[config.mk]
export PLATFORM = sky130hd
export DESIGN_NAME = riscv_ppreg_em_flat
export DESIGN_NICKNAME = d
export VERILOG_FILES = /design/src/hdl/riscv_mem_pkg.sv /design/src/hdl/riscv_core_pkg.sv /design/src/hdl/riscv_em_if.sv /design/src/hdl/riscv_ppreg_em.sv /design/src/flat_wrapper.sv
export SDC_FILE = /design/constraint.sdc
export NUM_CORES = 1
export LEC_CHECK = 0
export BUFFER_PORTS_ARGS = -buffer_cell sky130_fd_sc_hd__buf_2
export CORE_MARGIN = 8
export CORE_UTILIZATION = 49
export DETAILED_ROUTE_END_ITERATION = 8
export GPL_TIMING_DRIVEN = 0
export PLACE_DENSITY_LB_ADDON = 0.15
export SYNTH_ARGS = -nofsm -noshare
export SYNTH_HDL_FRONTEND = slang
export SYNTH_SLANG_ARGS = --single-unit
[constraint.sdc]
create_clock -name i_riscv_em_clk -period 6.6 [get_ports i_riscv_em_clk]
set_input_delay 0.99 -clock i_riscv_em_clk [delete_from_list [all_inputs] [get_ports i_riscv_em_clk]]
set_output_delay 0.99 -clock i_riscv_em_clk [all_outputs]
set_load 0.03 [all_outputs]
[src/hdl/riscv_mem_pkg.sv]
package riscv_mem_pkg;

    localparam int DMEM_ADDR_W = 64;

    typedef logic [DMEM_ADDR_W-1:0] dmem_addr_t;

    // One bit per byte lane of a doubleword
    typedef logic [7:0] byte_mask_t;

    // ==============================
    // Access size and extension
    // ==============================

    // Values follow the load/store funct3 field and bit 2 marks zero extension
    typedef enum logic [2:0] {
        MEM_B  = 3'b000,
        MEM_H  = 3'b001,
        MEM_W  = 3'b010,
        MEM_D  = 3'b011,
        MEM_BU = 3'b100,
        MEM_HU = 3'b101,
        MEM_WU = 3'b110
    } memext_e;

endpackage

[src/hdl/riscv_core_pkg.sv]
package riscv_core_pkg;

    // ==============================
    // Datapath widths
    // ==============================

    localparam int XLEN       = 64;
    localparam int REG_ADDR_W = 5;

    typedef logic [XLEN-1:0]       xlen_t;
    typedef logic [REG_ADDR_W-1:0] reg_addr_t;

    // ==============================
    // Instruction encodings
    // ==============================

    // Only the major opcodes handled by the execute/memory slice
    typedef enum logic [6:0] {
        OPC_LOAD   = 7'b0000011,
        OPC_OP_IMM = 7'b0010011,
        OPC_STORE  = 7'b0100011,
        OPC_OP     = 7'b0110011
    } opcode_e;

    typedef enum logic [2:0] {
        ALU_ADD = 3'd0,
        ALU_SUB = 3'd1,
        ALU_AND = 3'd2,
        ALU_OR  = 3'd3,
        ALU_XOR = 3'd4,
        ALU_SLT = 3'd5,
        ALU_SLL = 3'd6,
        ALU_SRL = 3'd7
    } alu_op_e;

    // Selects what the writeback record carries as data
    typedef enum logic [1:0] {
        RES_ALU  = 2'd0,
        RES_MEM  = 2'd1,
        RES_NONE = 2'd2
    } resultsrc_e;

endpackage
[src/hdl/riscv_em_if.sv]
`timescale 1ns/1ps

interface riscv_em_if
    import riscv_core_pkg::*;
    import riscv_mem_pkg::*;
();

    logic       valid;
    reg_addr_t  rdaddr;
    logic       regw;
    resultsrc_e resultsrc;
    memext_e    memext;
    logic       store;
    // ALU result, or the effective address for loads and stores
    xlen_t      result;
    xlen_t      storedata;
    logic       load_misaligned;
    logic       store_misaligned;

    modport producer (
        output valid, rdaddr, regw, resultsrc, memext, store,
        output result, storedata, load_misaligned, store_misaligned
    );

    modport consumer (
        input valid, rdaddr, regw, resultsrc, memext, store,
        input result, storedata, load_misaligned, store_misaligned
    );

endinterface

[src/hdl/riscv_ppreg_em.sv]
`timescale 1ns/1ps

module riscv_ppreg_em
    import riscv_core_pkg::*;
    import riscv_mem_pkg::*;
(
    input  logic         i_riscv_em_clk,
    input  logic         i_riscv_em_rst,
    input  logic         i_riscv_em_stall,
    input  logic         i_riscv_em_flush,
    riscv_em_if.consumer em_e,
    riscv_em_if.producer em_m
);

    // Flush wins over stall, and either way the input record of that cycle is dropped
    always_ff @(posedge i_riscv_em_clk or posedge i_riscv_em_rst)
    begin : em_preg_proc
        if (i_riscv_em_rst)
        begin
            em_m.valid            <= 1'b0;
            em_m.rdaddr           <= '0;
            em_m.regw             <= 1'b0;
            em_m.resultsrc        <= RES_NONE;
            em_m.memext           <= MEM_B;
            em_m.store            <= 1'b0;
            em_m.result           <= '0;
            em_m.storedata        <= '0;
            em_m.load_misaligned  <= 1'b0;
            em_m.store_misaligned <= 1'b0;
        end
        else if (i_riscv_em_flush)
        begin
            em_m.valid            <= 1'b0;
            em_m.rdaddr           <= '0;
            em_m.regw             <= 1'b0;
            em_m.resultsrc        <= RES_NONE;
            em_m.memext           <= MEM_B;
            em_m.store            <= 1'b0;
            em_m.result           <= '0;
            em_m.storedata        <= '0;
            em_m.load_misaligned  <= 1'b0;
            em_m.store_misaligned <= 1'b0;
        end
        else if (!i_riscv_em_stall)
        begin
            em_m.valid            <= em_e.valid;
            em_m.rdaddr           <= em_e.rdaddr;
            em_m.regw             <= em_e.regw;
            em_m.resultsrc        <= em_e.resultsrc;
            em_m.memext           <= em_e.memext;
            em_m.store            <= em_e.store;
            em_m.result           <= em_e.result;
            em_m.storedata        <= em_e.storedata;
            em_m.load_misaligned  <= em_e.load_misaligned;
            em_m.store_misaligned <= em_e.store_misaligned;
        end
    end

    // A flushed slot must reach the memory stage as a bubble
    a_flush_bubble : assert property (
        @(posedge i_riscv_em_clk) disable iff (i_riscv_em_rst)
        i_riscv_em_flush |=> !em_m.valid
    );

endmodule

[src/flat_wrapper.sv]
// flat-port wrapper written by rule: the top's interface ports become plain ports
module riscv_ppreg_em_flat import riscv_core_pkg::*; import riscv_mem_pkg::*;
  (i_riscv_em_clk, i_riscv_em_rst, i_riscv_em_stall, i_riscv_em_flush, em_e_valid, em_e_rdaddr, em_e_regw, em_e_resultsrc, em_e_memext, em_e_store, em_e_result, em_e_storedata, em_e_load_misaligned, em_e_store_misaligned, em_m_valid, em_m_rdaddr, em_m_regw, em_m_resultsrc, em_m_memext, em_m_store, em_m_result, em_m_storedata, em_m_load_misaligned, em_m_store_misaligned);
  riscv_em_if em_e_i ();
  riscv_em_if em_m_i ();
  input  logic i_riscv_em_clk;
  input  logic i_riscv_em_rst;
  input  logic i_riscv_em_stall;
  input  logic i_riscv_em_flush;
  input wire logic [$bits(em_e_i.valid)-1:0] em_e_valid;
  input wire logic [$bits(em_e_i.rdaddr)-1:0] em_e_rdaddr;
  input wire logic [$bits(em_e_i.regw)-1:0] em_e_regw;
  input wire logic [$bits(em_e_i.resultsrc)-1:0] em_e_resultsrc;
  input wire logic [$bits(em_e_i.memext)-1:0] em_e_memext;
  input wire logic [$bits(em_e_i.store)-1:0] em_e_store;
  input wire logic [$bits(em_e_i.result)-1:0] em_e_result;
  input wire logic [$bits(em_e_i.storedata)-1:0] em_e_storedata;
  input wire logic [$bits(em_e_i.load_misaligned)-1:0] em_e_load_misaligned;
  input wire logic [$bits(em_e_i.store_misaligned)-1:0] em_e_store_misaligned;
  output wire logic [$bits(em_m_i.valid)-1:0] em_m_valid;
  output wire logic [$bits(em_m_i.rdaddr)-1:0] em_m_rdaddr;
  output wire logic [$bits(em_m_i.regw)-1:0] em_m_regw;
  output wire logic [$bits(em_m_i.resultsrc)-1:0] em_m_resultsrc;
  output wire logic [$bits(em_m_i.memext)-1:0] em_m_memext;
  output wire logic [$bits(em_m_i.store)-1:0] em_m_store;
  output wire logic [$bits(em_m_i.result)-1:0] em_m_result;
  output wire logic [$bits(em_m_i.storedata)-1:0] em_m_storedata;
  output wire logic [$bits(em_m_i.load_misaligned)-1:0] em_m_load_misaligned;
  output wire logic [$bits(em_m_i.store_misaligned)-1:0] em_m_store_misaligned;
  assign em_e_i.valid = em_e_valid;
  assign em_e_i.rdaddr = em_e_rdaddr;
  assign em_e_i.regw = em_e_regw;
  assign em_e_i.resultsrc = em_e_resultsrc;
  assign em_e_i.memext = em_e_memext;
  assign em_e_i.store = em_e_store;
  assign em_e_i.result = em_e_result;
  assign em_e_i.storedata = em_e_storedata;
  assign em_e_i.load_misaligned = em_e_load_misaligned;
  assign em_e_i.store_misaligned = em_e_store_misaligned;
  assign em_m_valid = em_m_i.valid;
  assign em_m_rdaddr = em_m_i.rdaddr;
  assign em_m_regw = em_m_i.regw;
  assign em_m_resultsrc = em_m_i.resultsrc;
  assign em_m_memext = em_m_i.memext;
  assign em_m_store = em_m_i.store;
  assign em_m_result = em_m_i.result;
  assign em_m_storedata = em_m_i.storedata;
  assign em_m_load_misaligned = em_m_i.load_misaligned;
  assign em_m_store_misaligned = em_m_i.store_misaligned;
  riscv_ppreg_em u_core (.i_riscv_em_clk(i_riscv_em_clk), .i_riscv_em_rst(i_riscv_em_rst), .i_riscv_em_stall(i_riscv_em_stall), .i_riscv_em_flush(i_riscv_em_flush), .em_e(em_e_i), .em_m(em_m_i));
endmodule
# --- Word-level counts from Yosys, hierarchy flattened ---
# Index checks and enable logic that the tools add are counted.
op_classes:
  eq_ne: 1
  muxes: 20
ops:
  columns: ["op", "count"]
  rows:
  - ["$mux W64", 4]
  - ["$mux W1", 10]
  - ["$mux W5", 2]
  - ["$mux W3", 2]
  - ["$mux W2", 2]
  - ["$ne A2 B1 Y1 const B", 1]
totals:
  elab_cells: 31
  out_inout_bits: 143
  regBits: 143
  inputBits: 147

# --- Depth between registers and ports, before layout ---
# Gate-level depths: netlist of the first run.
logic_depth:
  ltp_word: 2
  ltp_mapped: 5
  depth_no_buf: 2

# --- Worst setup path after synthesis of the first run ---
# Ideal clock, no wire load.
synth_timing:
  path_type: "input to register"
  start: "input i_riscv_em_stall"
  end: "register u_core.em_m.result[41]"
  stages: 5
  t_required_ns: 6.468
  slack_ns: 4.799
  arrival_ns: 1.669
  path_buffers: 3
  setup_ns: 0.132
  cell_sequence: "buf_4 buf_8 buf_6 mux2i_1 nor2_1"
synth_via:
  elab_chain_cells: 1
synth_rtl:
  columns: ["element", "line_no", "text"]
  rows:
  - ["start: declaration", "flat_wrapper.sv:8", "input logic i_riscv_em_stall;"]
  - ["$ne A2 B1 Y1 (no source line)", null, null]
  - ["end: declaration", "riscv_em_if.sv:22", "output result, storedata, load_misaligned, store_misaligned"]
# Every way passes these cells.
# A chain may end at the register's enable or synchronous reset.

# --- Final worst setup path of the first run ---
layout_timing:
  start: "register u_core.em_m.resultsrc[1]"
  end: "output em_m_resultsrc[1]"
layout_lines:
  columns: ["element", "line_no", "text"]
  rows:
  - ["start: declaration", "riscv_em_if.sv:21", "output valid, rdaddr, regw, resultsrc, memext, store,"]
  - ["end: declaration", "flat_wrapper.sv:23", "output wire logic [$bits(em_m_i.resultsrc)-1:0] em_m_resultsrc;"]
# No word-level cell between the ends.

==> results.json, run 1 <==
{
  "maxSlewViolCount": 0,
  "area_delta_synth_final_pct": 38.6,
  "drtAntennaViolNets": 0,
  "period_needed_ns": 2.14,
  "grt_overflow_total": 0,
  "postCtsResizedCells": 0,
  "cpLargestDelayFamily": "flip-flops",
  "fp.dieW_um": 125,
  "min-delay-path-class": "reg -> reg",
  "rsz0062_at_grt": "no",
  "synthTopCellsByCount": "dfrtp_1, mux2i_1, nor2_1",
  "synth_top_area_cell": "dfrtp_1",
  "gp_congestion": 0.757,
  "viasPerCell": 4.91,
  "hp-start": "u_core.em_m.result[17]",
  "worst_slew_pin_slew_ns": 0.693,
  "start_util_pct": 50.5,
  "yosys.area.top_type_share_pct": 61.3,
  "track_usage_pct": 21.9,
  "setup_viol": 0,
  "final_hold_viol_count": 0,
  "tritoncts": "built",
  "cts_max_path_buffers": 2,
  "wl_per_cell_um": 18.7,
  "drc_errors": 0,
  "vias": 4551,
  "clk_pin_slew_ns": 0.06,
  "crit_fanout": 2,
  "dr.first_iter.drc_count": 262,
  "antenna_found_initial": 1,
  "worstPathRequired_ns": 5.61,
  "yosysSeqAreaShare_pct": 61.8,
  "grt_pass1_wl_mm": 27.1,
  "avgSynthCellArea_um2": 12.5,
  "crit_slowest_cell": "dfstp_2",
  "num_io_pins": 290,
  "finalNetCount": 916,
  "hold_end": "u_core.em_m.result[17]",
  "wl_mm": 17.3,
  "postCtsSetupBuffers": 0,
  "crit_path_end_kind": "output port",
  "clock_sinks": 143,
  "rrSetupSlack_ns": 5.83,
  "worstReg2RegStart": "u_core.em_m.load_misaligned",
  "synth_edf_count": 0,
  "r2r_end": "u_core.em_m.load_misaligned",
  "path_cells": "buf_2",
  "ir_drop_mv": 0.182,
  "relSlewSlack_pct": 53.8,
  "yosysWarningCount": 0,
  "setup_tns_ns": 0,
  "synthTopCellsByArea": "dfrtp_1, mux2i_1, nor2_1",
  "fin_crit_sh_pct": 32.4,
  "criticalPathCategory": "reg -> out",
  "grt_pass1_vias": 5032,
  "cp.arrival_ns": 1.15,
  "ys_ff_latch": 143,
  "status": "complete, no violations",
  "finalInstanceArea_um2": 8030,
  "ctsHoldBuffers": 0,
  "syn-num-nets": 609,
  "drv_cap": 0,
  "dieHeight_um": 125,
  "place_area_um2": 7440,
  "synthArstFlopShare_pct": 100,
  "reg2regPathDepth": 2,
  "hpwlAfterDp_mm": 13.4,
  "grt_max_degree": 76,
  "crit_buf_inv": 1,
  "synth_top_flop_cell": "dfrtp_1",
  "stdcell_count": 926,
  "placedCellCount": 893,
  "p_per_area_nw_per_um2": 279,
  "clk-insertion-delay-late_ns": 0.41,
  "holdPathStages": 2,
  "drt_pass1_iterations": 4,
  "cp-start-kind": "register",
  "core_um2": 11500,
  "clockRootBuffer": "clkbuf_16",
  "dieArea_um2": 15600,
  "power.leakage_nw": 4.72,
  "syn_inst": 462,
  "rows": 39,
  "drive_gt1_share_pct": 43.4,
  "max_stage_delay_ns": 0.53,
  "port_buffers": 287,
  "max_freq_ghz": 0.468,
  "synth.distinct_cells": 13,
  "cts-htree-levels": 4,
  "cts_buffers": 17,
  "skew_ns": 0,
  "synthesis.area_um2": 5790
}
==> report_power, final <==
| group | total [mW] | switching [mW] | internal, mW |
|---|---|---|---|
| Clock | 0.928 | 0.341 | 0.587 |
| Combinational | 0.356 | 0.229 | 0.128 |
| Sequential | 0.954 | 0.0267 | 0.927 |
==> per-layer routing <==
| metal | wire length [um] | track usage (%) |
|---|---|---|
| met1 | 6450 | 22.4 |
| met2 | 8840 | 38.8 |
| met3 | 1600 | 8.81 |
| met4 | 439 | 9.07 |
| met5 | 0 | 0 |
==> through the flow <==
| stage | hold slack (ns) | setup WS, ns | utilization [%] | power [mW] |
|---|---|---|---|---|
| 2_1_floorplan | 0.706 | 1.77 | - | 1.19 |
| 3_3_place_gp | 0.497 | 0.325 | 64.6 | 1.32 |
| 3_5_place_dp | 0.507 | 4.38 | 64.9 | 1.33 |
| 4_1_cts | 0.521 | 4.45 | 70.0 | 2.25 |
| 5_1_grt | 0.545 | 4.44 | 70.0 | 2.32 |
| 6_report | 0.515 | 4.46 | 70.0 | 2.24 |
==> worst max-delay path by stage <==
| stage | slack [ns] | start | cells past startpoint | to |
|---|---|---|---|---|
| 2_1_floorplan | 1.77 | i_riscv_em_rst | 1 | u_core.em_m.load_misaligned |
| 3_3_place_gp | 0.32 | i_riscv_em_rst | 2 | u_core.em_m.load_misaligned |
| 3_5_place_dp | 4.38 | i_riscv_em_flush | 4 | u_core.em_m.storedata[14] |
| 4_1_cts | 4.45 | u_core.em_m.resultsrc[1] | 1 | em_m_resultsrc[1] |
| 5_1_grt | 4.44 | u_core.em_m.resultsrc[1] | 1 | em_m_resultsrc[1] |
| 6_report | 4.46 | u_core.em_m.resultsrc[1] | 1 | em_m_resultsrc[1] |
==> area by class of cell <==
| type | count | area [um2] |
|---|---|---|
| Timing Repair Buffer | 288 | 1460 |
| Clock inverter | 5 | 52.6 |
| Inverter | 1 | 8.76 |
| Clock buffer | 27 | 533 |
| Multi-Input combinational cell | 286 | 1970 |
| Tap cell | 143 | 179 |
| Buffer | 32 | 241 |
| Antenna cell | 1 | 2.50 |
| Sequential cell | 143 | 3580 |
| Fill cell | 899 | 3440 |
==> logic make-up (layout without fill, tap and decap cells) <==
group	after synthesis	after routing	share of synthesized area (%)
AND/OR/NAND/NOR	143	143	9.31
flip-flops	143	143	61.8
AO/OA/AOI/OAI	1	1	0.151
buffers and inverters	33	353	4.23
multiplexers	142	142	24.5
other	0	1	0
==> registers in the layout, indices dropped and copies added (netlist names), 2 cells and up <==
register and count:
u_core.em_m.memext 3, u_core.em_m.rdaddr 5, u_core.em_m.result 64, u_core.em_m.resultsrc 2
u_core.em_m.storedata 64
==> placed cells by master, fill, tap and decap left out <==
cell type / Yosys / final
dfrtp_1: 142 / 142
nor2_1: 142 / 142
clkinv_2: 0 / 3
clkbuf_16: 0 / 17
nor2b_1: 1 / 1
bufinv_16: 0 / 1
inv_6: 0 / 1
diode_2: 0 / 1
mux2i_1: 142 / 142
clkbuf_8: 0 / 7
buf_16: 0 / 1
buf_2: 4 / 291
buf_4: 8 / 8
buf_8: 7 / 7
clkinvlp_4: 0 / 1
buf_1: 3 / 3
dfstp_2: 1 / 1
clkbuf_1: 9 / 12
a211o_1: 1 / 1
buf_6: 1 / 1
No activity file was read; power rests on OpenSTA's default activity.
==> inputs of run 2 (changes only) <==
ABC_AREA = 1   (was default)
CORE_UTILIZATION = 45   (was 49)
clock period = 2.1 ns   (was 6.6 ns; I/O delays follow)
==> results.json, run 2 <==
{
  "status": "complete, no violations",
  "drc_errors": 0,
  "ir_drop_mv": 0.518,
  "synth.distinct_cells": 12,
  "setup_viol": 0,
  "min-delay-path-class": "in -> reg",
  "crit_buf_inv": 1,
  "synthMostInstantiatedCell": "nand2_1",
  "worst_slew_pin_slew_ns": 0.530,
  "finalNetCount": 1082,
  "p_switching_mw": 1.89,
  "final_core_util_pct": 64.5,
  "max_freq_ghz": 0.683,
  "cts_buffers": 17,
  "vias": 5392,
  "cp-start-kind": "register",
  "avgSynthCellArea_um2": 9.06,
  "fp.dieW_um": 128,
  "cp.arrival_ns": 1.15,
  "wl_per_cell_um": 16.5,
  "core_um2": 12500,
  "clk_pin_slew_ns": 0.06,
  "top_regs": "u_core.em_m.result x64, u_core.em_m.storedata x64, u_core.em_m.rdaddr x5",
  "drive_gt1_share_pct": 37.6,
  "clock_sinks": 143,
  "syn-num-nets": 771,
  "skew_ns": 0,
  "port_buffers": 288,
  "finalInstanceArea_um2": 8040,
  "whs_ns": 0.0843,
  "power.leakage_nw": 4.91,
  "dieHeight_um": 128,
  "cpLargestDelayFamily": "flip-flops",
  "wl_mm": 18.4,
  "cts_max_path_buffers": 2,
  "drt_pass1_iterations": 5,
  "worstReg2RegStart": "u_core.em_m.resultsrc[1]",
  "viasPerCell": 4.81,
  "worstPathRequired_ns": 1.78,
  "clockRootBuffer": "clkbuf_16",
  "cp.depth": 1,
  "setup_tns_ns": 0,
  "synth_top_flop_cell": "dfrtp_1",
  "reg2regPathDepth": 2,
  "p_per_area_nw_per_um2": 908,
  "power.share.clock_pct": 44.8,
  "postCtsResizedCells": 0,
  "gp_congestion": 0.823,
  "drtAntennaViolNets": 0,
  "maxSlewViolCount": 0,
  "dr.first_iter.drc_count": 338,
  "clk-insertion-delay-late_ns": 0.41,
  "grtUsageMet1_pct": 26.6,
  "dieArea_um2": 16400,
  "rsz0062_at_grt": "no",
  "max_stage_delay_ns": 0.53,
  "r2r_end": "u_core.em_m.resultsrc[1]",
  "use_met3_pct": 8.32,
  "area_delta_synth_final_pct": 42.3,
  "endpoint": "em_m_resultsrc[1]",
  "hpwlAfterDp_mm": 13.6,
  "start_util_pct": 45.4,
  "hp-start": "em_e_storedata[43]",
  "synthTopCellsByArea": "dfrtp_1, nand2_1, nand3_1",
  "yosys.area.top_type_share_pct": 62.8,
  "syn_inst": 624,
  "rows": 41,
  "synth_edf_count": 0,
  "p_sw_share_pct": 25.8,
  "grt_pass1_vias": 5453,
  "p_comb_share_pct": 14.2,
  "relSlewSlack_pct": 64.6,
  "gr-max-usage-layer": "met2",
  "yosysSeqAreaShare_pct": 63.3,
  "intPower_mw": 5.41,
  "ys_ff_latch": 143,
  "crit_slowest_cell": "dfstp_2",
  "period_needed_ns": 1.46,
  "synthesis.area_um2": 5650,
  "rrSetupSlack_ns": 1.36,
  "place_area_um2": 7370,
  "yosysWarningCount": 0,
  "synthArstFlopShare_pct": 100,
  "fin_crit_sh_pct": 69.7,
  "synthTopCellsByCount": "nand2_1, nand3_1, dfrtp_1",
  "synth_top_area_cell": "dfrtp_1",
  "grt_pass1_wl_mm": 28.8,
  "grt_overflow_total": 0,
  "path_cells": "buf_2",
  "final_hold_viol_count": 0,
  "mostFrequentLayoutCells": "buf_2, nand2_1, nand3_1",
  "num_io_pins": 290,
  "met2_usage_pct": 36.6,
  "crit_fanout": 2,
  "crit_path_end_kind": "output port",
  "drv_cap": 0,
  "seqPwrFrac_pct": 41.0,
  "antenna_found_initial": 2,
  "final_common_cell": "buf_2",
  "track_usage_pct": 22.7,
  "cp-startpoint": "u_core.em_m.resultsrc[1]",
  "grt_max_degree": 43,
  "cts-htree-levels": 4,
  "tritoncts": "built",
  "criticalPathCategory": "reg -> out"
}
## run 2: cell types whose count changed in the layout (fill, tap and decap cells not counted), sizes merged, moves of 3 or more
cell / delta
clkinv: -3
mux2i: -142
nor2: -141
buf: +20
nand3: +143
nand2: +288
## run 2: stage by stage
step           worst slack [ns]  total power, mW  cells
6_report                  0.636             7.30   1120
5_1_grt                   0.537             7.58   1120
4_1_cts                   0.621             7.36   1119
3_5_place_dp              0.630             4.08   1087
3_3_place_gp             -0.945             4.06   1084
2_1_floorplan          -0.00524             3.65    624
## run 2: metal layers
metal  vias up  wire length [um]  share of wire, %
met5         -                13             0.070
met4         2               444               2.4
met3        34              1730               9.4
met2       226              9020                49
met1      2510              7220                39
li1       2620                 -                 -
## run 2: cell type report
type / count / area, um2
fillers: 1145 / 4420
flip-flops and latches: 143 / 3580
multi-input cells: 432 / 1810
repair buffers: 292 / 1510
clock buffers: 28 / 567
plain buffers: 46 / 255
well taps: 172 / 215
clock inverters: 3 / 90.1
inverters: 3 / 15.0
diodes: 1 / 2.50
## run 2: cell families (layout without fill, tap and decap cells)
kind of cell  Yosys count  in the layout  share of synthesized area (%)
simple gates          432            432                           32.0
flops                 143            143                           63.3
buf+inv                49            372                           4.71
other cells             0              1                              0
## run 2: worst min-delay path by stage
stage / endpoint / depth (start not counted)
after CTS: u_core.em_m.result[34] / 3
after floorplan: u_core.em_m.load_misaligned / 2
after global placement: u_core.em_m.resultsrc[1] / 2
after global routing: u_core.em_m.storedata[49] / 3
final: u_core.em_m.storedata[43] / 3
after detailed placement: u_core.em_m.storedata[20] / 2
## run 2: power by group through the flow
stage	clock [mW]	sequential [mW]	combinational, mW
6_report	3.27	2.99	1.04
5_1_grt	3.44	3.01	1.13
4_1_cts	3.31	2.99	1.05
3_5_place_dp	0	3.03	1.05
3_3_place_gp	0	3.03	1.03
2_1_floorplan	0	3.35	0.293
## run 2: what timing repair did
action	in CTS	in global routing
hold buffers	1	0
hold endpoints to repair	21	0
setup buffers	0	0
==> inputs of run 3 (changes only) <==
clock period = 1.4 ns   (was 2.1 ns; I/O delays follow)
==> results.json, run 3 (synthesis results as in run 2) <==
{
  "hp-start": "em_e_result[14]",
  "whs_ns": 0.00293,
  "reg2regPathDepth": 2,
  "skew_ns": 0,
  "maxSlewViolCount": 0,
  "drtAntennaViolNets": 0,
  "cts_max_path_buffers": 2,
  "wl_mm": 21.2,
  "cp-start-kind": "register",
  "grt_overflow_total": 0,
  "grt_pass1_vias": 6381,
  "cts-htree-levels": 4,
  "min-delay-path-class": "in -> reg",
  "crit_buf_inv": 1,
  "wl_per_cell_um": 16.9,
  "grt_pass1_wl_mm": 33.4,
  "vias": 6162,
  "crit_slowest_cell": "dfstp_2",
  "criticalPathCategory": "reg -> out",
  "fp.dieW_um": 128,
  "rows": 41,
  "holdPathStages": 3,
  "rrSetupSlack_ns": 0.66,
  "r2r_end": "u_core.em_m.resultsrc[1]",
  "tritoncts": "built",
  "port_buffers": 288,
  "clockRootBuffer": "clkbuf_16",
  "max_stage_delay_ns": 0.52,
  "power_mw": 11.3,
  "power.leakage_nw": 5.45,
  "top_regs": "u_core.em_m.result x64, u_core.em_m.storedata x64, u_core.em_m.rdaddr x5",
  "core_um2": 12500,
  "crit_fanout": 2,
  "path_cells": "buf_2",
  "setup_viol": 0,
  "final_core_util_pct": 75.0,
  "max_freq_ghz": 0.733,
  "clock_sinks": 143,
  "worst_slew_pin_slew_ns": 0.535,
  "num_io_pins": 290,
  "period_needed_ns": 1.36,
  "dp_slack_ns": 0.0351,
  "final_common_cell": "buf_2",
  "rsz0062_at_grt": "no",
  "ir_drop_mv": 0.799,
  "postCtsResizedCells": 0,
  "worstReg2RegStart": "u_core.em_m.resultsrc[1]",
  "fin_crit_sh_pct": 97.5,
  "clk-insertion-delay-late_ns": 0.42,
  "setup_tns_ns": 0,
  "hpwlAfterDp_mm": 13.6,
  "track_usage_pct": 26.2,
  "cp.arrival_ns": 1.15,
  "status": "complete, no violations",
  "start_util_pct": 45.4,
  "dieArea_um2": 16400,
  "relSlewSlack_pct": 64.1,
  "cp.depth": 1,
  "antenna_found_initial": 1,
  "fin_ws_ns": 0.0354,
  "area_delta_synth_final_pct": 65.4,
  "drive_gt1_share_pct": 33.1,
  "grt_max_degree": 43,
  "worstPathRequired_ns": 1.19,
  "postCtsSetupBuffers": 0,
  "drt_pass1_iterations": 5,
  "mostFrequentLayoutCells": "buf_2, nand2_1, nand3_1",
  "cpLargestDelayFamily": "flip-flops",
  "p_per_area_nw_per_um2": 1210,
  "drc_errors": 0,
  "dieHeight_um": 128,
  "hold_end": "u_core.em_m.result[14]",
  "cts_buffers": 17,
  "dr.first_iter.drc_count": 390,
  "drv_cap": 0,
  "final_hold_viol_count": 0,
  "clk_pin_slew_ns": 0.06,
  "viasPerCell": 4.93,
  "finalNetCount": 1213,
  "gp_congestion": 0.823,
  "crit_path_end_kind": "output port"
}
-- run 3: cell types whose count changed in the layout (fill, tap and decap cells not counted) --
cell,delta
clkinvlp_2,+1
dlygate4sd3_1,+130
-- run 3: tightest hold or removal path: cells and delay by family --
kind,cells,cell delay (ns)
buffers and inverters,1,0.07
AND/OR/NAND/NOR,2,0.10
-- run 3: metrics by stage --
step	std cells	area, um2
2_1_floorplan	624	5660
3_3_place_gp	1084	7310
3_5_place_dp	1087	7370
4_1_cts	1248	9330
5_1_grt	1251	9350
6_report	1251	9350
-- run 3: worst max path at each step --
stage	from	to	slack (ns)
final	u_core.em_m.resultsrc[1]	em_m_resultsrc[1]	0.04
after global routing	u_core.em_m.resultsrc[1]	em_m_resultsrc[1]	0.004
after CTS	u_core.em_m.resultsrc[1]	em_m_resultsrc[1]	0.03
after detailed placement	i_riscv_em_flush	u_core.em_m.storedata[18]	0.04
after global placement	i_riscv_em_rst	u_core.em_m.result[27]	-1.54
after floorplan	i_riscv_em_rst	u_core.em_m.load_misaligned	-0.60
-- run 3: what timing repair did --
item | in CTS | in global routing
endpoints found under the setup margin | 0 | 40
hold buffers | 130 | 1
endpoints found under the hold margin | 150 | 1
-- run 3: power breakdown --
| group | leakage, nW | switching (mW) | total, mW | internal [mW] |
|---|---|---|---|---|
| registers | 1.90 | 0.126 | 4.50 | 4.37 |
| logic | 3.23 | 1.17 | 1.88 | 0.715 |
| clock network | 0.325 | 1.65 | 4.93 | 3.27 |
| total | 5.45 | 2.95 | 11.3 | 8.36 |
-- run 3: cell type report --
type                    instances  area, um2
clock buffers                  28        567
diodes                          1       2.50
repair inverters                1       5.00
inverters                       3       15.0
flip-flops and latches        143       3580
clock inverters                 3       90.1
repair buffers                422       2810
plain buffers                  46        255
fillers                       867       3120
multi-input cells             432       1810
well taps                     172        215
-- run 3: per-layer routing --
layer | vias to the layer above | global-route usage, % | wire length [um]
li1 | 2882 | - | -
met1 | 2884 | 29.1 | 8010
met2 | 329 | 43.0 | 10500
met3 | 67 | 9.23 | 1860
met4 | 0 | 14.8 | 859
met5 | - | 0 | 0
